$ cat src/icachePkg.sv
package icachePkg;

    // byte address, always physical
    typedef logic [31:0] addrT;

    typedef logic [31:0] wordT;

    // four words per line, word 0 sits in bits 31:0
    typedef logic [127:0] lineT;

    typedef logic [1:0] wayT;

    // bit 0 picks the half (0 means ways 0 and 1)
    // bit 1 picks within ways 0 and 1, bit 2 within ways 2 and 3
    typedef logic [2:0] plruT;

    typedef enum logic [1:0] {
        idle,
        waitResp,
        releaseHold
    } refillStateT;

    localparam int NumWays = 4;

    // byte offset inside one line
    localparam int OffsetBits = 4;

endpackage

$ cat src/refillCtrl.sv
`timescale 1ns/10ps

module refillCtrl #(
    parameter int SetBits = 6,
    localparam int TagBits = 32 - icachePkg::OffsetBits - SetBits
) (
    input  logic                            clk,
    input  logic                            rst,
    input  logic                            missValid,
    input  icachePkg::addrT                 missPc,
    input  icachePkg::wayT                  victimWay,
    input  logic                            memRespValid,
    input  icachePkg::lineT                 memRespLine,
    output logic                            memReqValid,
    output icachePkg::addrT                 memReqAddr,
    output logic                            busy,
    output logic [icachePkg::NumWays-1:0]   fillWe,
    output icachePkg::wayT                  fillWay,
    output icachePkg::addrT                 fillPc,
    output icachePkg::lineT                 fillLine
);
    import icachePkg::*;

    refillStateT        state;
    refillStateT        nextState;
    logic [TagBits-1:0] tagHold;
    logic [SetBits-1:0] setHold;
    wayT                wayHold;

    always_comb begin
        nextState = state;
        case (state)
            idle: begin
                if (missValid) begin
                    nextState = waitResp;
                end
            end
            waitResp: begin
                if (memRespValid) begin
                    nextState = releaseHold;
                end
            end
            // one extra busy cycle lets the frozen request see the new line
            releaseHold: begin
                nextState = idle;
            end
            default: begin
                nextState = idle;
            end
        endcase
    end

    always_ff @(posedge clk) begin
        if (rst) begin
            state <= idle;
        end else begin
            state <= nextState;
        end
    end

    always_ff @(posedge clk) begin
        if (state == idle && missValid) begin
            tagHold <= missPc[31 -: TagBits];
            setHold <= missPc[OffsetBits +: SetBits];
            wayHold <= victimWay;
        end
    end

    // request goes out in the same cycle the miss strobe is seen
    assign memReqValid = (state == idle) && missValid;
    assign memReqAddr = {missPc[31:OffsetBits], {OffsetBits{1'b0}}};
    assign busy = missValid || (state != idle);

    assign fillWay = wayHold;
    assign fillPc = {tagHold, setHold, {OffsetBits{1'b0}}};
    assign fillLine = memRespLine;

    always_comb begin
        fillWe = '0;
        if (state == waitResp && memRespValid) begin
            fillWe[wayHold] = 1'b1;
        end
    end

endmodule

$ cat config.mk
export PLATFORM = sky130hd
export DESIGN_NAME = refillCtrl
export DESIGN_NICKNAME = d
export VERILOG_FILES = /design/src/icachePkg.sv /design/src/refillCtrl.sv
export SDC_FILE = /design/constraint.sdc
export NUM_CORES = 1
export LEC_CHECK = 0
export BUFFER_PORTS_ARGS = -buffer_cell sky130_fd_sc_hd__buf_2
export CAP_MARGIN = 30
export CORE_AREA = 2 2 140 142
export CTS_CLUSTER_SIZE = 30
export DETAILED_ROUTE_END_ITERATION = 6
export DIE_AREA = 0 0 142 144
export PLACE_DENSITY = 0.4
export SYNTH_ARGS = -nofsm -noshare
export SYNTH_HDL_FRONTEND = slang
export SYNTH_SLANG_ARGS = --single-unit
$ cat constraint.sdc
create_clock -name clk -period 4.47 [get_ports clk]
set_input_delay 0.447 -clock clk [delete_from_list [all_inputs] [get_ports clk]]
set_output_delay 0.447 -clock clk [all_outputs]
set_load 0.01 [all_outputs]
==> run metrics, run 1 <==
status completed; combinational share of power a little under an eighth; clock buffer depth 2; met2 wire length ~2000 um; Die X-Extent 142 um; htree depth 2; Die Y 144 um; cell area after layout approximately 0.0020 mm^2; gpl congestion ~0.56; Cell variety after synth 12; reg2reg start state[0]; row count 51; Synth Warn # 0; r2r endpoint setHold[1]; Met1 Routed Length 1190 um; largest net degree at the start of global routing 28; # nets final roughly 320; Switching Fraction 22.6%; R2R Setup Slk 2.96 ns; instance count of the mapped netlist 210; CTS tree yes; I/O pin count ~370; synth-to-layout area growth -12.3%; total clock sinks 32; Cell Area, Synth between 0.002 and 0.0025 mm^2; grt ovf 0; Hold Path Class input pin to flop; Net Switching around 0.17 mW; Layout Cells excl Fill around 400; Setup violations, final 0; Die Area ~0.02 mm^2; critical-path maximum fanout 27; number of detailed-route iterations in the first pass 4; type of origin of the critical path flop; sequential power share a little under half; vias in the first global route 930; area of the multi-input gates roughly 100 um^2; sequential cell area 941 um^2; Crit. Startpoint state[0]; # fillers between 2000 and 2500; peak supply drop 0.120 mV; first-pass GRT wire length around 5300 um; DP Area 0.00184 mm^2; DRT antenna net count 0; hold buffers post-CTS 0; Crit. End Element output pin; Worst EP arrival 1.65 ns; Internal Power around 0.59 mW; metal3 WL roughly 780 um; highest metal used met4; Fin. Hold Viols 0; fin crit share between 40% and 50%; Setup Skew 0.00256 ns; Max Slew Vio Count 0; clock share of power approximately two fifths; Antenna diodes 0; GRT Total Usage under 10%; Critical Path RT about 4 ns; static leakage 0.819 nW; Fmax achieved between 400 and 500 MHz; RSZ-0062 raised after global routing false; clock-pin slew on the worst setup and hold paths ~0.050 ns; max_cap viols 0; Setup Crit Path Kind flop to output pin; post-CTS sizing 0; sequential area share after synthesis roughly two fifths; Starting Density around an eighth; Clock Latency Late Sink 0.27 ns; CP endpoint memReqValid; WL/cell around 11 um; Core ar. between 0.015 and 0.02 mm^2; Inst Count DP about 400; drt total wl around 4400 um; DP HPWL between 3000 and 4000 um; DRT iter0 DRCs 21; CTS buffer count 5; DR vias 1003; CTS root buffer clkbuf_16; Worst Reg-to-Reg Cells 2; share of cells above drive strength 1 between 60% and 70%; PortBufs a little under 100; Post-CTS Setup Bufs 0; flops & latches, synth 32; power density cells 384 mW/mm^2; time the worst path needs with I/O delays and setup 2.09 ns; Vias/cell ~2.5; setup TNS 0 ns; Mapped Avg Cell Area about 11 um^2; # DRC 0; initial antenna violation count 0
-- layout make-up --
| cell class | instances | area share, % |
|---|---|---|
| Timing Repair Buffer | 98 | 25.0 |
| Tap cell | 238 | 15.1 |
| Inverter | 2 | 0.381 |
| Clock buffer | 5 | 6.35 |
| Multi-Input combinational cell | 19 | 5.08 |
| Clock inverter | 2 | 0.381 |
| Sequential cell | 32 | 47.7 |
-- stage by stage --
stage | setup WS, ns | total power, mW | utilization [%] | hold slack [ns]
floorplan | 1.12 | 0.538 | - | 0.424
global placement | 2.48 | 0.452 | 9.64 | 0.471
detailed placement | 2.42 | 0.452 | 9.64 | 0.475
CTS | 2.30 | 0.775 | 10.3 | 0.335
global route | 2.20 | 0.796 | 10.3 | 0.334
finish | 2.38 | 0.757 | 10.3 | 0.345
-- cells by family (layout without fill, tap and decap cells) --
logic type,count (synthesis),in the layout,synth area share (%)
simple gates,10,10,2.56
other cells,1,8,0.167
compound gates,1,1,0.334
flops,32,32,41.8
buf+inv,166,107,55.1
-- cell usage after synthesis (all sizes together) --
| library cell | instances | area, um^2 |
|---|---|---|
| nor3 | 4 | 20.0 |
| buf | 164 | 1230 |
| a211oi | 1 | 7.51 |
| nor2 | 1 | 3.75 |
| or3 | 1 | 6.26 |
| nand3b | 1 | 7.51 |
| nand2b | 2 | 12.5 |
| conb | 1 | 3.75 |
| inv | 2 | 7.51 |
| edfxtp | 30 | 901 |
| dfxtp | 2 | 40.0 |
| nor3b | 1 | 7.51 |
-- sequential cells by signal (all words and copies together) (netlist names) --
register and flops:
tagHold 22, fillWay 2, state 2, setHold 6
-- worst min path at each step --
stage	start	to	depth (start not counted)
floorplan	state[1]	state[0]	1
global placement	state[1]	state[0]	1
detailed placement	state[1]	state[0]	1
CTS	victimWay[0]	fillWay[0]	1
global route	victimWay[1]	fillWay[1]	1
finish	victimWay[0]	fillWay[0]	1
-- cells in the final DEF, fill, tap and decap left out --
cell type | synthesis | final
a211oi_1 | 1 | 1
buf_2 | 0 | 97
buf_4 | 164 | 1
clkbuf_16 | 0 | 5
clkinv_1 | 0 | 2
conb_1 | 1 | 8
dfxtp_1 | 2 | 2
edfxtp_1 | 30 | 30
inv_1 | 2 | 2
nand2b_1 | 2 | 2
nand3b_1 | 1 | 1
nor2_1 | 1 | 1
nor3_1 | 4 | 4
nor3b_2 | 0 | 1
or3_1 | 1 | 1
-- power groups by stage --
| stage | combinational (mW) | clock [mW] | sequential, mW |
|---|---|---|---|
| CTS | 0.0883 | 0.329 | 0.358 |
| global route | 0.0956 | 0.340 | 0.360 |
| global placement | 0.0880 | 0 | 0.364 |
| finish | 0.0858 | 0.312 | 0.358 |
| detailed placement | 0.0882 | 0 | 0.364 |
| floorplan | 0.163 | 0 | 0.375 |
-- critical path, cell delays in order (launching register included) --
cell	delay [ns]
dfxtp_1	0.34
nor3b_2	0.40
buf_4	0.42
buf_2	0.20
-- metal layers --
layer	up-vias	global-route usage, %
met5	-	0
met4	0	4.58
met3	59	3.68
met2	120	4.42
met1	430	2.89
li1	394	-
Note: power is estimated with default switching activity, not from simulation.
==> run 2, diff against run 1 <==
- ABC_AREA: default -> 1
- CORE_AREA: 2 2 140 142 -> 2 2 141 143
- DIE_AREA: 0 0 142 144 -> 0 0 143 145
- PLACE_DENSITY: 0.4 -> 0.39
- clock period: 4.47 -> 2.13 ns (I/O delays scaled with it)
==> run metrics, run 2 <==
status completed; clock-pin slew on the worst setup and hold paths 0.05 ns (about the same); Most used DFF post-synth edfxtp_1; clock buffer depth 2 (unchanged); Core ar. 0.0192 mm^2 (+0.67%); type of origin of the critical path flop; Biggest register tagHold; initial antenna violation count 0 (unchanged); Die Y 145 um (+0.69%); Mapped Avg Cell Area 10.6 um^2 (-1.1%); setup TNS 0 ns (unchanged); row count 51 (unchanged); most common cell after layout, fill and taps aside buf_2; # fillers 2199 (+1.9%); Setup Skew 0.00482 ns (+0.00226 ns); gpl congestion 0.707 (+26%); Fin. Hold Viols 0 (unchanged); grt ovf 0 (unchanged); Post-CTS Setup Bufs 0 (unchanged); Clock Latency Late Sink 0.27 ns (about the same); RSZ-0062 raised after global routing false; Largest register FFs 22 (unchanged); Top Registers tagHold (22), setHold (6); GRT Total Usage 5.82% (+2.2 points); Antenna diodes 0 (unchanged); asr flop ratio synth 0% (unchanged); Cell variety after synth 12 (unchanged); CTS tree yes; fin crit share 70.1%; DR vias 1032 (+2.9%); DRT antenna net count 0 (unchanged); DP Area 0.00189 mm^2 (+2.6%); peak supply drop 0.543 mV (+350%); vias in the first global route 1068 (+15%); most frequent cells in the layout buf_2 (97), edfxtp_1 (30), conb_1 (8); drt total wl 6530 um (+50%); PortBufs 97 (unchanged); DP HPWL 5790 um (+65%); Hold Path Class input pin to flop; # DRC 0 (unchanged); I/O pin count 366 (unchanged); top post-synthesis cells by count buf_4 (164), edfxtp_1 (30), inv_1 (5); Yosys top cell area share 54.6% (-0.15 points); Setup violations, final 0 (unchanged); # nets final 327 (+0.93%); Yosys top cell by area buf_4; number of detailed-route iterations in the first pass 3 (-1); Cell Area, Synth 0.00225 mm^2 (+0.28%); share of cells above drive strength 1 66.0% (+0.23 points); max_cap viols 0 (unchanged); critical-path maximum fanout 8 (-70%); first-pass GRT wire length 8160 um (+53%); instance count of the mapped netlist 213 (+1.4%); Die Area 0.0207 mm^2 (+1.4%); Starting Density 11.7% (-0.046 points); WL/cell 15.3 um (+39%); cell area after layout 0.00205 mm^2 (+4.0%); Critical Path RT 1.92 ns (-2.10 ns); time the worst path needs with I/O delays and setup between 1 and 1.5 ns; htree depth 2 (unchanged); power density cells 843 mW/mm^2 (+120%); Max Slew Vio Count 0 (unchanged); sequential area share after synthesis 41.7% (-0.12 points); total clock sinks 32 (unchanged); Synth Warn # 0 (unchanged); largest net degree at the start of global routing 25 (-11%); Die X-Extent 143 um (+0.70%); post-CTS sizing 0 (unchanged); EDFF count, synth 30 (unchanged); flops & latches, synth 32 (unchanged); Power, Total 1.73 mW (+130%); Crit. End Element output pin; dominant cell by count in the synthesized netlist buf_4; Vias/cell 2.42 (-4.6%); Synth area leaders buf_4 (55%), edfxtp_1 (40%), dfxtp_1 (1.8%), nor3_1 (0.89%), inv_1 (0.83%); Worst EP arrival 1.28 ns (-0.37 ns); DRT iter0 DRCs 10 (-52%); hold buffers post-CTS 0 (unchanged); CTS root buffer clkbuf_16; synth-to-layout area growth -9.05%; Setup Crit Path Kind flop to output pin; CTS buffer count 5 (unchanged); static leakage 0.849 nW (+3.7%); Fmax achieved around 670 MHz
==> run 2: kinds of logic (layout without fill, tap and decap cells) <==
| kind of cell | after synthesis | in the layout | share of synthesized area [%] |
|---|---|---|---|
| buffers and inverters | 169 | 111 | 55.4 |
| DFF | 32 | 32 | 41.7 |
| and+or+nand+nor | 10 | 10 | 2.44 |
| other | 1 | 8 | 0.166 |
| AOI/OAI and AO/OA | 1 | 1 | 0.222 |
==> run 2: worst paths after layout <==
path	slack [ns]	depth (start not counted)	end	start
min	0.11	2	state[0]	rst
max	0.64	4	memReqValid	state[0]
max reg2reg	0.78	4	tagHold[12]	state[0]
min reg2reg	0.52	2	state[0]	state[0]
==> run 2: per-stage QoR <==
step	setup slack [ns]	hold slack, ns	utilization (%)	instances
final	0.636	0.111	10.7	427
after global routing	0.525	0.104	10.7	427
after CTS	0.601	0.101	10.7	427
after detailed placement	0.780	0.394	9.82	419
after global placement	0.808	0.394	9.82	419
after floorplan	0.591	0.282	-	220
==> run 2: where the power goes <==
part           leakage, nW  internal (mW)  total, mW  switching, mW
Combinational        0.465         0.0761      0.186          0.110
Sequential           0.304          0.738      0.751         0.0130
Clock               0.0808          0.549      0.791          0.242
Total                0.849           1.36       1.73          0.365
==> run 2: layout make-up <==
type	count	area, um^2	area share, %
Sequential cell	32	941	45.9
Timing Repair Buffer	98	505	24.6
Tap cell	265	332	16.2
Clock buffer	6	129	6.28
Multi-Input combinational cell	19	90.1	4.39
Clock inverter	2	35.0	1.71
Inverter	5	18.8	0.915
==> run 2: metal layers <==
metal	vias to the layer above	GRT usage, %	routed length, um
li1	393	-	-
met2	182	9.43	3040
met1	414	3.27	1210
met4	0	5.79	548
met3	43	5.78	1740
met5	-	0	0
==> run 2: critical path: stages, from the launching register on <==
cell	delay (ns)
dfxtp_1	0.33
nor2_2	0.12
nand2_1	0.07
inv_1	0.28
buf_2	0.20
==> run 3, diff against run 2 <==
- clock period: 2.13 -> 1.4 ns (I/O delays scaled with it)
==> run metrics, run 3 (synthesis results as in run 2) <==
fin crit share between 90% and 100%; setup TNS 0 ns (unchanged); I/O pin count 366 (unchanged); CTS root buffer clkbuf_16; clock buffer depth 2 (unchanged); Top Registers tagHold (22), setHold (6); max_cap viols 0 (unchanged); R2R Setup Slk 0.08 ns (-0.70 ns); Hold Path Class input pin to flop; Setup Skew 0.00207 ns (-0.00274 ns); power density cells 1270 mW/mm^2 (+50%); critical-path maximum fanout 15 (+7); Worst EP arrival 1.31 ns (+0.03 ns); clock-pin slew on the worst setup and hold paths 0.05 ns (about the same); synth-to-layout area growth -5.11%; DP HPWL 6030 um (+4.2%); CTS tree yes; Hold Slack 0.0229 ns (-0.0885 ns); Max Slew Vio Count 0 (unchanged); Fmax achieved ~760 MHz; drt total wl 7270 um (+11%); # nets final 334 (+2.1%); reg2reg start state[0]; r2r endpoint tagHold[17]; Largest register FFs 22 (unchanged); Hold Path End state[0]; peak supply drop 0.734 mV (+35%); RSZ-0062 raised after global routing false; Layout Cells excl Fill 434 (+1.6%); status completed; number of detailed-route iterations in the first pass 4 (+1); time the worst path needs with I/O delays and setup between 1 and 1.5 ns; most common cell after layout, fill and taps aside buf_2; grt ovf 0 (unchanged); Setup violations, final 0 (unchanged); DR vias 1092 (+5.8%); row count 51 (unchanged); sequential cell area 942 um^2 (+0.13%); Fin. Hold Viols 0 (unchanged); Clock Latency Late Sink 0.28 ns (about the same); CTS buffer count 5 (unchanged); Die X-Extent 143 um (unchanged); Vias/cell 2.52 (+4.1%); PortBufs 97 (unchanged); Setup Crit Path Kind flop to flop; # DRC 0 (unchanged); htree depth 2 (unchanged); # fillers 2216 (+0.77%); DRT iter0 DRCs 38 (+28); min-delay src rst; Die Area 0.0207 mm^2 (unchanged); first-pass GRT wire length 9090 um (+11%); most frequent cells in the layout buf_2 (97), edfxtp_1 (30), conb_1 (8); share of cells above drive strength 1 68.6% (+2.6 points); initial antenna violation count 1 (+1); Antenna diodes 0 (unchanged); Inst Count DP 419 (unchanged); Die Y 145 um (unchanged); Crit. End Element flop; static leakage 0.891 nW (+4.9%); area of the multi-input gates 97.6 um^2 (+8.3%); Starting Density 11.7% (unchanged); largest net degree at the start of global routing 17 (-32%); gpl congestion 0.684 (-3.2%); Biggest register tagHold; GRT Total Usage 6.55% (+0.73 points); hold path cells 2 (unchanged); total clock sinks 32 (unchanged); DRT antenna net count 0 (unchanged); WL/cell 16.7 um (+9.4%); Critical Path RT 1.39 ns (-0.53 ns); Core ar. 0.0192 mm^2 (unchanged); type of origin of the critical path flop; vias in the first global route 1157 (+8.3%); Worst Reg-to-Reg Cells 5 (+1)
## run 3: worst max-delay path by stage
stage | end | depth (start not counted) | from | slack [ns]
6_report | tagHold[17] | 5 | state[0] | 0.08
2_1_floorplan | fillWay[0] | 3 | state[0] | 0.03
4_1_cts | memReqValid | 5 | state[0] | 0.02
3_5_place_dp | tagHold[6] | 4 | state[0] | 0.19
5_1_grt | fillWe[1] | 4 | state[1] | 0.01
3_3_place_gp | tagHold[6] | 4 | state[0] | 0.23
## run 3: routing by layer
layer / GRT usage, % / vias up / share of wire [%]
li1: - / 411 / -
met1: 4.47 / 451 / 21
met2: 10.4 / 173 / 47
met3: 5.45 / 55 / 22
met4: 6.73 / 2 / 9.6
met5: 0 / - / 0.18
## run 3: repair_timing
item,in CTS,in global routing
buffers inserted,1,5
pin swaps,0,0
resized for setup,2,1
hold buffers,0,0
cloned,1,0
endpoints found under the setup margin,1,1
## run 3: power breakdown
group,internal [mW],switching (mW)
combinational,0.154,0.180
sequential,1.12,0.0209
clock,0.826,0.404
## run 3: per-stage QoR
step                      util, %  instance area, um^2  total power [mW]  worst slack (ns)
after global placement       9.84                 1890              1.45             0.233
after CTS                    10.9                 2100              2.74            0.0213
after floorplan                 -                 2280              1.72            0.0349
after detailed placement     9.84                 1890              1.46             0.190
final                        11.1                 2140              2.71            0.0804
after global routing         11.1                 2140              2.83            0.0122
## run 3: worst max-delay path: stages, from the launching register on
cell and delay (ns):
dfxtp_2 0.34, nor2_4 0.12, nand2_2 0.08, clkinvlp_4 0.09
buf_4 0.11, bufbuf_16 0.28
## run 3: cell type report
| type | instances | share of cell area (%) |
|---|---|---|
| Timing Repair Buffer | 105 | 27.3 |
| Clock buffer | 5 | 5.85 |
| Clock inverter | 3 | 1.75 |
| Sequential cell | 32 | 44.0 |
| Inverter | 5 | 1.05 |
| Tap cell | 265 | 15.5 |
| Multi-Input combinational cell | 19 | 4.56 |
