## src/icachePkg.sv

```systemverilog
package icachePkg;

    // byte address, always physical
    typedef logic [31:0] addrT;

    typedef logic [31:0] wordT;

    // four words per line, word 0 sits in bits 31:0
    typedef logic [127:0] lineT;

    typedef logic [1:0] wayT;

    // bit 0 picks the half (0 means ways 0 and 1)
    // bit 1 picks within ways 0 and 1, bit 2 within ways 2 and 3
    typedef logic [2:0] plruT;

    typedef enum logic [1:0] {
        idle,
        waitResp,
        releaseHold
    } refillStateT;

    localparam int NumWays = 4;

    // byte offset inside one line
    localparam int OffsetBits = 4;

endpackage

```

## src/hitStage.sv

```systemverilog
`timescale 1ns/10ps

module hitStage #(
    parameter int SetBits = 6,
    localparam int TagBits = 32 - icachePkg::OffsetBits - SetBits
) (
    input  logic                            clk,
    input  logic                            rst,
    input  logic                            s1Valid,
    input  icachePkg::addrT                 s1Pc,
    input  logic [TagBits-1:0]              wayTags [icachePkg::NumWays],
    input  logic [icachePkg::NumWays-1:0]   wayValids,
    input  icachePkg::lineT                 wayLines [icachePkg::NumWays],
    input  logic                            busy,
    input  logic                            memRespValid,
    input  icachePkg::lineT                 memRespLine,
    input  icachePkg::wayT                  fillWay,
    output logic                            respValid,
    output icachePkg::addrT                 respPc,
    output icachePkg::wordT                 inst0,
    output icachePkg::wordT                 inst1,
    output logic                            inst0Valid,
    output logic                            missValid,
    output icachePkg::addrT                 missPc,
    output icachePkg::wayT                  victimWay
);
    import icachePkg::*;

    localparam int NumSets = 2 ** SetBits;

    logic [SetBits-1:0] s1Set;
    logic [TagBits-1:0] s1Tag;
    logic [SetBits-1:0] missSet;
    logic [NumWays-1:0] hitVec;
    logic               takeHit;
    logic               takeMiss;
    logic               fillDone;
    wayT                hitWay;
    lineT               hitLine;
    wayT                victim;
    lineT               outLine;
    addrT               outPc;
    plruT               plru [NumSets];

    function automatic wordT pickWord(lineT line, logic [1:0] idx);
        return line[{idx, 5'b0} +: 32];
    endfunction

    // point the half bit and the pair bit away from the used way
    function automatic plruT touch(plruT bits, wayT way);
        plruT upd;
        upd = bits;
        upd[0] = ~way[1];
        if (way[1]) begin
            upd[2] = ~way[0];
        end else begin
            upd[1] = ~way[0];
        end
        return upd;
    endfunction

    assign s1Set = s1Pc[OffsetBits +: SetBits];
    assign s1Tag = s1Pc[31 -: TagBits];
    assign missSet = missPc[OffsetBits +: SetBits];

    always_comb begin
        hitWay = '0;
        hitLine = '0;
        for (int w = 0; w < NumWays; w++) begin
            hitVec[w] = wayValids[w] && (wayTags[w] == s1Tag);
            if (hitVec[w]) begin
                hitWay = wayT'(w);
                hitLine = wayLines[w];
            end
        end
    end

    // lowest empty way first, pseudo-LRU way once the set is full
    always_comb begin
        victim = plru[s1Set][0] ? {1'b1, plru[s1Set][2]} : {1'b0, plru[s1Set][1]};
        for (int w = NumWays - 1; w >= 0; w--) begin
            if (!wayValids[w]) begin
                victim = wayT'(w);
            end
        end
    end

    assign takeHit = s1Valid && !busy && (|hitVec);
    assign takeMiss = s1Valid && !busy && !(|hitVec);
    // the only response memory sends is the line of the held miss
    assign fillDone = busy && memRespValid;
    assign outLine = fillDone ? memRespLine : hitLine;
    assign outPc = fillDone ? missPc : s1Pc;

    always_ff @(posedge clk) begin
        if (rst) begin
            respValid <= 1'b0;
            missValid <= 1'b0;
        end else begin
            respValid <= takeHit || fillDone;
            missValid <= takeMiss;
        end
    end

    always_ff @(posedge clk) begin
        if (takeHit || fillDone) begin
            respPc <= outPc;
            inst0 <= pickWord(outLine, {outPc[3], 1'b0});
            inst1 <= pickWord(outLine, {outPc[3], 1'b1});
            inst0Valid <= ~outPc[2];
        end
        if (takeMiss) begin
            missPc <= s1Pc;
            victimWay <= victim;
        end
    end

    always_ff @(posedge clk) begin
        if (rst) begin
            for (int s = 0; s < NumSets; s++) begin
                plru[s] <= '0;
            end
        end else if (takeHit) begin
            plru[s1Set] <= touch(plru[s1Set], hitWay);
        end else if (fillDone) begin
            plru[missSet] <= touch(plru[missSet], fillWay);
        end
    end

endmodule

```

## config.mk

```make
export PLATFORM = sky130hd
export DESIGN_NAME = hitStage
export DESIGN_NICKNAME = d
export VERILOG_FILES = /design/src/icachePkg.sv /design/src/hitStage.sv
export SDC_FILE = /design/constraint.sdc
export NUM_CORES = 1
export LEC_CHECK = 0
export ABC_AREA = 1
export BUFFER_PORTS_ARGS = -buffer_cell sky130_fd_sc_hd__buf_4
export CAP_MARGIN = 20
export CORE_AREA = 2 2 355 357
export CTS_CLUSTER_SIZE = 24
export DETAILED_ROUTE_END_ITERATION = 12
export DIE_AREA = 0 0 357 359
export HOLD_SLACK_MARGIN = 0.12
export PLACE_DENSITY = 0.44
export SYNTH_ARGS = -nofsm -noshare
export SYNTH_HDL_FRONTEND = slang
export SYNTH_SLANG_ARGS = --single-unit
```

## constraint.sdc

```tcl
create_clock -name clk -period 7.36 [get_ports clk]
set_input_delay 0.736 -clock clk [delete_from_list [all_inputs] [get_ports clk]]
set_output_delay 0.736 -clock clk [all_outputs]
set_load 0.01 [all_outputs]
```

==> key figures, run 1 <==
Status
  – Run status: complete, no violations

Cells and area
  – Final Core Density: 0.268
  – Layout cells sized above 1: 0.233
  – Synth-to-layout area growth: 39.6%
  – Final Net Count: 5259
  – Finished Layout Cells: 6204

GRT
  – Largest net degree at the start of global routing: 130
  – GRT Total Usage: 0.253
  – Initial antenna violation count: 77
  – First-pass GRT wire length: 225000 µm
  – GRT met1 Usage: 0.308
  – Remaining Overflow, GRT: 0
  – M3 GR Usage: 0.0699
  – Vias in the first global route: 27.4k
  – Gr busiest metal: met2
  – Met2 GRT Util: 0.400

Die
  – DIE AREA: 128000 µm²
  – IO Pins: 904
  – Core area: 125000 µm²
  – Initial Util: 0.192
  – Die Wd: 357 µm
  – Rows: 130
  – Die span in y: 359 µm

Clock tree
  – Clk sinks: 325
  – Clock latency on the worst-skew pair: 610 ps
  – Gates resized, CTS repair: 0
  – Hold buffers post-CTS: 0
  – TritonCTS Buffers: 42
  – CTS H-tree lvls: 2
  – Postcts setup bufs: 0
  – TritonCTS clock tree: built
  – Worst-path clk slew: 60 ps
  – CTS root buf: clkbuf_16
  – Max clock buf depth: 3

Detailed routing
  – Average via count per standard cell: 4.62
  – DRT iter0 DRCs: 2709
  – Via count: 28.7k
  – 1st-pass router iterations: 6
  – ANT nets after route: 0
  – Final WL: 169000 µm
  – Routed wire per std cell: 27.3 µm
  – Residual DRC: 0

STA
  – Slew HR: 0.280
  – Final Skew: 40.5 ps
  – Fin. max-slew vios: 0
  – Setup TNS: 0 ps
  – Tmin final: 4180 ps
  – Final setup fails: 0
  – Period utilisation layout: 0.568
  – Hold Fails Final Rpt: 0
  – Worst Max-Slew Pin Slew: 1080 ps
  – Maximum clock rate: 239 MHz
  – RSZ-0062 raised after global routing: no

Min path
  – HP Class: in2reg
  – Hold Path Stages: 1

Place
  – Hpwl dp: 132000 µm
  – Port Buf Inserts: 903
  – Placed cells: 6094
  – GP Congestion: 0.975

Synthesis
  – Post-synthesis sequential area ratio: 0.407
  – Post-synthesis instance total: 3775
  – Yosys cell types: 32
  – FF+latch count, synth: 325
  – Syn Area/Cell: 6.35 µm²
  – Synth warn: 0
  – Syn nets: 4546
  – Synth Cell Area: 24000 µm²

Worst setup path
  – Crit path arrival time: 4640 ps
  – CP endpoint kind: flip-flop
  – Worst Setup Start Kind: primary input
  – WS Path Type: in2reg
  – Worst Reg-to-Reg Cells: 11
  – Crit Path Max Fanout: 87
  – Worst EP required: 7810 ps

Job
  – Total of max-cap violations: 0

Power
  – LEAKAGE: 16.3 nW
  – Tot Pwr: 5.40 mW
  – Peak VDD IR: 0.139 mV
  – Pwr Density: 162 nW/µm²
-- layer usage --
layer | wire, µm | part of all wire | up-vias
met5 | 257 | 0.0015 | -
met4 | 9540 | 0.056 | 40
met3 | 14300 | 0.085 | 272
met2 | 77300 | 0.46 | 1174
met1 | 67900 | 0.40 | 13700
li1 | - | - | 13400
-- final timing paths --
path,slack [ps],endpoint,startpoint
worst max-delay path,3180,inst0[20],s1Pc[31]
worst min-delay path,310,missPc[2],s1Pc[2]
worst max register to register,4770,plru[63][2],plru[18][2]
worst min register to register,550,respPc[0],missPc[0]
-- power breakdown --
group | total (mW) | internal (mW) | switching (mW) | leakage [nW]
clock network | 2.22 | 1.29 | 0.928 | 0.677
logic | 1.05 | 0.438 | 0.610 | 12.3
registers | 2.14 | 2.11 | 0.0252 | 3.33
-- Yosys cell counts, drive strengths merged --
library cell / n / area [µm²]
clkbuf: 108 / 409
nand3: 245 / 1320
nand2: 1789 / 6730
o22ai: 6 / 37.5
xnor2: 22 / 193
o21ai: 55 / 275
edfxtp: 323 / 9700
or2: 17 / 106
inv: 73 / 277
nand4: 11 / 68.8
buf: 154 / 811
nor2: 754 / 2840
dfxtp: 2 / 40.0
xor2: 13 / 114
nand3b: 2 / 15.0
nor3: 5 / 25.0
a21oi: 195 / 976
a31oi: 1 / 12.5
-- cell usage in the layout, fill, tap and decap left out, types with 11 or more instances in the layout --
cell type  instances
or2_2             13
nand4_1           11
edfxtp_1         323
clkbuf_16         42
o21ai_0           49
diode_2           38
inv_1             49
xnor2_1           22
inv_2             17
nor2_1           750
buf_4            928
nand2_1         1782
xor2_1            13
a21oi_1          195
nand3_1          230
-- worst max-delay path: stages --
cell and delay (ps):
buf_4 140, inv_1 360, or2_2 200, nand2_1 40, nor2_1 110, nand3_1 80, nor2_1 150, nand3_1 400
inv_6 790, buf_4 600, nand2_1 120, nand2_1 100, nand2_1 220, nand2_1 150, nand2_1 60, nand2_1 150
nand2_1 60, nand2_1 70
-- registers in the layout (all words and copies together), names as in the netlist --
signal and flops:
plru 192, inst0 32, inst1 32, missPc 32, respPc 32, victimWay 2
inst0Valid 1, missValid 1, respValid 1
-- final cells by class --
class | instances | area (µm²)
tap | 1650 | 2060
multi-input combinational | 3115 | 12800
clock inverter | 25 | 324
antenna | 38 | 95.1
inverter | 73 | 304
timing repair buffer | 931 | 7030
clock buffer | 47 | 1070
fill | 14200 | 91200
sequential | 325 | 9740
-- metrics by stage --
stage	hold WS (ps)	cell area [µm²]	setup slack, ps
after floorplan	584	24000	3120
after global routing	291	33400	2990
after detailed placement	532	31900	2590
after global placement	530	31900	2590
after CTS	283	33300	3200
final	312	33400	3180
-- cell families (layout without fill, tap and decap cells) --
family	count (synthesis)	in the layout	synth area share
other	0	38	0
flip-flops	325	325	0.407
AO/OA/AOI/OAI	257	257	0.0543
AND/OR/NAND/NOR	2823	2823	0.464
XOR/XNOR	35	35	0.0128
buffers and inverters	335	1076	0.0625
No activity file was read; power rests on OpenSTA's default activity.
==> inputs of run 2 (changes only) <==
- ABC_AREA: 1 -> 0
- CORE_AREA: 2 2 355 357 -> 2 2 349 351
- DIE_AREA: 0 0 357 359 -> 0 0 351 353
- PLACE_DENSITY: 0.44 -> 0.45
- clock period: 7.36 -> 4.3 ns (I/O delays scaled with it)
==> run 2 against run 1 <==
  * Global-route usage increased by 0.47 points
  * Clock skew decreased by 13 ps
  * Core utilization increased by 1.2 points
  * Via count decreased by 13%
  * Clock-buffer cell count increased by 9
  * Routed wire length decreased by 1.5%
  * Flip-flop and latch count unchanged
==> key figures, run 2 <==
Synthesis
  – Synth Cell Area: 23200 µm² (-3.0%)
  – Post-synthesis instance total: 2410 (-36%)
  – Syn Area/Cell: 9.64 µm² (+52%)
  – FF+latch count, synth: 325 (unchanged)
  – Synth warn: 0 (unchanged)
  – Prevailing post-synth register cell: edfxtp_1
  – Post-synthesis sequential area ratio: 0.419 (+0.0125)
  – EDFF count, synth: 323 (unchanged)
  – Top-area cell type share of the netlist area: 0.417 (+0.0124)
  – Synth top area cells: edfxtp_1 (42%), o21bai_1 (6.4%), o211ai_1 (4.2%)
  – Most common cell in the synthesized netlist: edfxtp_1
  – Leading area contributor after synthesis: edfxtp_1
  – Ys async rst share: 0 (unchanged)
  – Top cells by count, synth: edfxtp_1 (323), clkbuf_1 (239), o21bai_1 (198)
  – Syn nets: 3181 (-30%)
  – Yosys cell types: 66 (+110%)

Power
  – Pwr Density: 272 nW/µm² (+68%)
  – LEAKAGE: 12.7 nW (-22%)
  – Peak VDD IR: 0.246 mV (+77%)

Worst setup path
  – R2R Setup Slk: 1250 ps (-3520 ps)
  – R2R Path Start: missPc[5]
  – Crit Path Max Fanout: 55 (-37%)
  – Crit path from: s1Pc[19]
  – FF-to-FF End: plru[36][0]
  – Setup crit end: inst1[18]
  – Worst EP required: 4730 ps (-3080 ps)
  – Worst Reg-to-Reg Cells: 6 (-5)
  – Worst Setup Start Kind: primary input
  – CP endpoint kind: flip-flop
  – Crit path arrival time: 4240 ps (-400 ps)
  – WS Path Type: in2reg

Clock tree
  – TritonCTS clock tree: built
  – Max clock buf depth: 3 (unchanged)
  – CTS root buf: clkbuf_16
  – Worst-path clk slew: 60 ps (about the same)
  – Clk sinks: 325 (unchanged)
  – TritonCTS Buffers: 42 (unchanged)
  – CTS H-tree lvls: 2 (unchanged)
  – Gates resized, CTS repair: 0 (unchanged)
  – Clock latency on the worst-skew pair: 620 ps (about the same)

STA
  – Final setup fails: 0 (unchanged)
  – Fin. max-slew vios: 0 (unchanged)
  – RSZ-0062 raised after global routing: no
  – Period utilisation layout: 0.887
  – Setup TNS: 0 ps (unchanged)
  – Maximum clock rate: 262 MHz
  – Worst Max-Slew Pin Slew: 996 ps (-83.3 ps)
  – Final Skew: 27.4 ps (-13.1 ps)
  – Hold Fails Final Rpt: 0 (unchanged)
  – Tmin final: 3810 ps
  – Worst hold slack: 157 ps (-154 ps)
  – Slew HR: 0.335 (+0.0548)

Detailed routing
  – 1st-pass router iterations: 6 (unchanged)
  – ANT nets after route: 0 (unchanged)
  – Via count: 25.0k (-13%)
  – Residual DRC: 0 (unchanged)
  – DRT iter0 DRCs: 2434 (-10%)
  – Routed wire per std cell: 34.1 µm (+25%)
  – Final WL: 167000 µm (-1.5%)
  – Average via count per standard cell: 5.11 (+11%)

GRT
  – Vias in the first global route: 24.1k (-12%)
  – Initial antenna violation count: 120 (+56%)
  – First-pass GRT wire length: 216000 µm (-4.0%)
  – Largest net degree at the start of global routing: 128 (-1.5%)
  – Remaining Overflow, GRT: 0 (unchanged)
  – GRT Total Usage: 0.257 (+0.00467)

Cells and area
  – Design Area, Final: 33800 µm² (+1.1%)
  – Layout cells sized above 1: 0.386 (+0.153)
  – Synth-to-layout area growth: 45.4%
  – Largest Register: plru
  – Final Core Density: 0.280 (+0.0119)
  – Most common cell after layout, fill and taps aside: buf_4
  – Max reg flops: 192 (unchanged)
  – Most frequent cells in the layout: buf_4 (1007), edfxtp_1 (323), o21bai_1 (195), nand2_1 (174), nand3_1 (144)
  – Final Net Count: 3960 (-25%)

Die
  – DIE AREA: 124000 µm² (-3.3%)
  – IO Pins: 904 (unchanged)
  – Initial Util: 0.193 (+0.000451)
  – Rows: 128 (-1.5%)
  – Core area: 121000 µm² (-3.2%)
  – Die span in y: 353 µm (-1.7%)
  – Die Wd: 351 µm (-1.7%)

Place
  – Placement Cell Area: 32100 µm² (+0.62%)
  – Port Buf Inserts: 903 (unchanged)
  – GP Congestion: 0.951 (-2.5%)
  – Hpwl dp: 134000 µm (+1.6%)

Min path
  – HP Class: in2reg

Job
  – Total of max-cap violations: 0 (unchanged)

Status
  – Run status: complete, no violations
-- run 2: area by class of cell --
class	instances	area [µm²]
diodes	44	110
clock buffers	56	1160
clock inverters	18	185
fillers	13000	86800
inverters	71	267
multi-input cells	1702	12100
flip-flops and latches	325	9740
well taps	1625	2030
repair buffers	1047	8160
-- run 2: logic make-up (layout without fill, tap and decap cells) --
group                  after synthesis  count (layout)  synth area share
AO/OA/AOI/OAI                      782             782             0.244
AND/OR/NAND/NOR                    702             702             0.158
buffers and inverters              383            1192            0.0666
flip-flops                         325             325             0.419
multiplexers                       129             129            0.0784
XOR/XNOR                            89              89            0.0335
other                                0              44                 0
-- run 2: what timing repair did --
action                     4_1_cts  5_1_grt
hold buffers                    20        0
setup endpoints to repair        0        0
setup buffers                    0        0
hold endpoints to repair        24        0
-- run 2: worst min-delay path by stage --
stage | start | to | slack (ps) | cells after the start
final | memRespLine[124] | inst1[28] | 160 | 3
after global routing | s1Pc[11] | missPc[11] | 140 | 1
after CTS | memRespLine[124] | inst1[28] | 120 | 3
after detailed placement | missPc[19] | respPc[19] | 530 | 2
after global placement | missPc[16] | respPc[16] | 520 | 2
after floorplan | s1Pc[0] | missPc[0] | 530 | 0
-- run 2: power by group --
part	internal, mW	switching [mW]
Clock	2.04	1.59
Sequential	3.62	0.0584
Combinational	0.899	1.00
-- run 2: worst max-delay path, stage by stage --
cell and delay [ps]:
dlygate4sd3_1 550, buf_4 180, xnor2_1 280, nand4_1 130, nor4_1 660, o211ai_1 540, buf_12 340, o211ai_1 540
o211ai_1 170, a211oi_1 290
-- run 2: stage by stage --
step | total power, mW | setup WS [ps] | cells
finish | 9.20 | 485 | 4888
global route | 9.45 | 467 | 4885
CTS | 9.24 | 542 | 4844
detailed placement | 5.61 | 474 | 4750
global placement | 5.61 | 397 | 4750
floorplan | 4.47 | 36.0 | 2410
-- run 2: per-layer routing --
layer	share of wire	track usage	wire, µm
met1	0.40	0.319	67000
met2	0.43	0.380	72300
met3	0.11	0.107	18700
met4	0.049	0.132	8110
met5	0.0033	0	556
==> inputs of run 3 (changes only) <==
- CORE_AREA: 2 2 349 351 -> 8 8 345 347
- DIE_AREA: 0 0 351 353 -> 0 0 353 355
- PLACE_DENSITY: 0.45 -> 0.46
==> run 3 against run 2 <==
  * Flip-flop and latch count unchanged
  * Via count about the same
  * Final cell count down 2.8%
==> key figures, run 3 (synthesis gave the netlist of run 2 again) <==
STA
  – Worst Max-Slew Pin Slew: 1080 ps (+82.8 ps)
  – Slew HR: 0.281 (-0.0545)
  – Fin. max-slew vios: 0 (unchanged)
  – Tmin final: 3700 ps (-115 ps)
  – Final worst slack: 600 ps (+115 ps)
  – Final setup fails: 0 (unchanged)
  – Maximum clock rate: 270 MHz (+3.1%)
  – Final Skew: 21.6 ps (-5.80 ps)
  – Hold Fails Final Rpt: 0 (unchanged)
  – Period utilisation layout: 0.860 (-0.0267)
  – RSZ-0062 raised after global routing: no
  – Setup TNS: 0 ps (unchanged)

Detailed routing
  – ANT nets after route: 0 (unchanged)
  – Via count: 25.0k (-0.024%)
  – Met2 WL post-DR: 75900 µm (+5.0%)
  – Average via count per standard cell: 5.26 (+2.9%)
  – Max layer used: met5
  – Metal-1 WL: 70600 µm (+5.4%)
  – Residual DRC: 0 (unchanged)
  – Routed length on met3: 20000 µm (+6.4%)
  – Final WL: 174000 µm (+4.3%)
  – DRT iter0 DRCs: 2782 (+14%)
  – 1st-pass router iterations: 7 (+1)
  – Routed wire per std cell: 36.6 µm (+7.3%)

GRT
  – First-pass GRT wire length: 226000 µm (+4.6%)
  – Remaining Overflow, GRT: 0 (unchanged)
  – Largest net degree at the start of global routing: 187 (+46%)
  – Vias in the first global route: 24.3k (+0.99%)
  – Initial antenna violation count: 124 (+3.3%)
  – GRT Total Usage: 0.260 (+0.00294)

Place
  – Port Buf Inserts: 903 (unchanged)
  – Dpl ws: 634 ps (+160 ps)
  – GP Congestion: 0.918 (-3.4%)
  – Hpwl dp: 140000 µm (+4.1%)

Die
  – Die span in y: 355 µm (+0.57%)
  – Rows: 124 (-3.1%)
  – Die Wd: 353 µm (+0.57%)
  – DIE AREA: 125000 µm² (+1.1%)
  – Core area: 114000 µm² (-5.8%)
  – Initial Util: 0.205 (+0.0119)
  – IO Pins: 904 (unchanged)

Cells and area
  – Final Net Count: 3922 (-0.96%)
  – Synth-to-layout area growth: 43.4%
  – Layout cells sized above 1: 0.380 (-0.00612)
  – Max reg flops: 192 (unchanged)
  – Most common cell after layout, fill and taps aside: buf_4
  – Largest Register: plru
  – Fillers: 12.2k (-6.4%)
  – Final Core Density: 0.293 (+0.0131)
  – Most frequent cells in the layout: buf_4 (974), edfxtp_1 (323), o21bai_1 (195), nand2_1 (175), nand3_1 (144)

Status
  – Run status: complete, no violations

Worst setup path
  – WS Path Type: in2reg
  – Worst Setup Start Kind: primary input
  – Crit path arrival time: 4090 ps (-150 ps)
  – Crit Path Max Fanout: 30 (-45%)
  – Worst EP required: 4690 ps (-40 ps)
  – CP endpoint kind: flip-flop

Power
  – Part of the power in registers: 0.407 (+0.007)
  – Internal Pwr Total: 6.38 mW (-2.6%)
  – Peak VDD IR: 0.249 mV (+1.4%)
  – Psw: 2.65 mW (+0.28%)
  – LEAKAGE: 12.4 nW (-1.8%)
  – Sw Share: 0.294 (+0.00602)
  – Clock share of power: 0.384 (-0.010)
  – Pwr Density: 271 nW/µm² (-0.36%)
  – Combinational share of power: 0.209 (+0.003)

Clock tree
  – CTS root buf: clkbuf_16
  – TritonCTS Buffers: 41 (-2.4%)
  – Clk sinks: 325 (unchanged)
  – Clock latency on the worst-skew pair: 600 ps (-20 ps)
  – Max clock buf depth: 3 (unchanged)
  – CTS H-tree lvls: 2 (unchanged)
  – TritonCTS clock tree: built
  – Worst-path clk slew: 60 ps (about the same)
  – Gates resized, CTS repair: 0 (unchanged)

Job
  – Total of max-cap violations: 0 (unchanged)

Min path
  – HP Class: in2reg
==> run 3: per-layer routing <==
| metal | up-vias | global-route usage |
|---|---|---|
| met5 | - | 0 |
| met3 | 234 | 0.105 |
| met1 | 12600 | 0.329 |
| met4 | 46 | 0.102 |
| met2 | 1330 | 0.395 |
| li1 | 10800 | - |
==> run 3: final timing paths <==
kind                     from         end  slack [ps]  depth (start not counted)
hold reg to reg    missPc[19]  respPc[19]         540                          2
setup reg to reg  plru[54][2]  plru[7][2]        1610                          9
setup / recovery     s1Pc[19]  plru[7][1]         600                         11
hold / removal       s1Pc[30]  missPc[30]         160                          1
==> run 3: area by class of cell <==
class | count | area, µm² | share of cell area
Antenna cell | 54 | 135 | 0.00406
Sequential cell | 325 | 9740 | 0.292
Timing Repair Buffer | 1010 | 7880 | 0.237
Multi-Input combinational cell | 1702 | 12100 | 0.364
Clock inverter | 25 | 180 | 0.00541
Inverter | 71 | 267 | 0.00800
Tap cell | 1512 | 1890 | 0.0568
Clock buffer | 51 | 1080 | 0.0326
==> run 3: worst max-delay path, cell delays in order <==
cell,delay (ps)
dlygate4sd3_1,550
buf_4,190
xnor2_1,450
nand4_1,160
nor4bb_1,410
nand3_1,510
a41oi_4,330
buf_12,280
nor2_2,180
buf_12,220
nor4_1,330
==> run 3: per-stage QoR <==
step / std cells / cell area [µm²] / hold WS, ps / power (mW)
finish: 4750 / 33300 / 162 / 9.04
global route: 4723 / 33200 / 141 / 9.27
CTS: 4696 / 33200 / 122 / 9.09
detailed placement: 4605 / 31800 / 530 / 5.61
global placement: 4605 / 31800 / 522 / 5.60
floorplan: 2410 / 23200 / 529 / 4.47
==> run 3: power groups by stage <==
| stage | sequential [mW] | clock (mW) | combinational [mW] |
|---|---|---|---|
| after floorplan | 3.75 | 0 | 0.718 |
| after global placement | 3.74 | 0 | 1.86 |
| after detailed placement | 3.74 | 0 | 1.87 |
| after CTS | 3.68 | 3.53 | 1.88 |
| after global routing | 3.69 | 3.60 | 1.99 |
| final | 3.68 | 3.47 | 1.89 |
==> run 3: timing repair <==
item | in CTS | in global routing
endpoints found under the hold margin | 16 | 0
setup endpoints to repair | 0 | 0
hold buffers | 15 | 0
setup buffers | 0 | 0
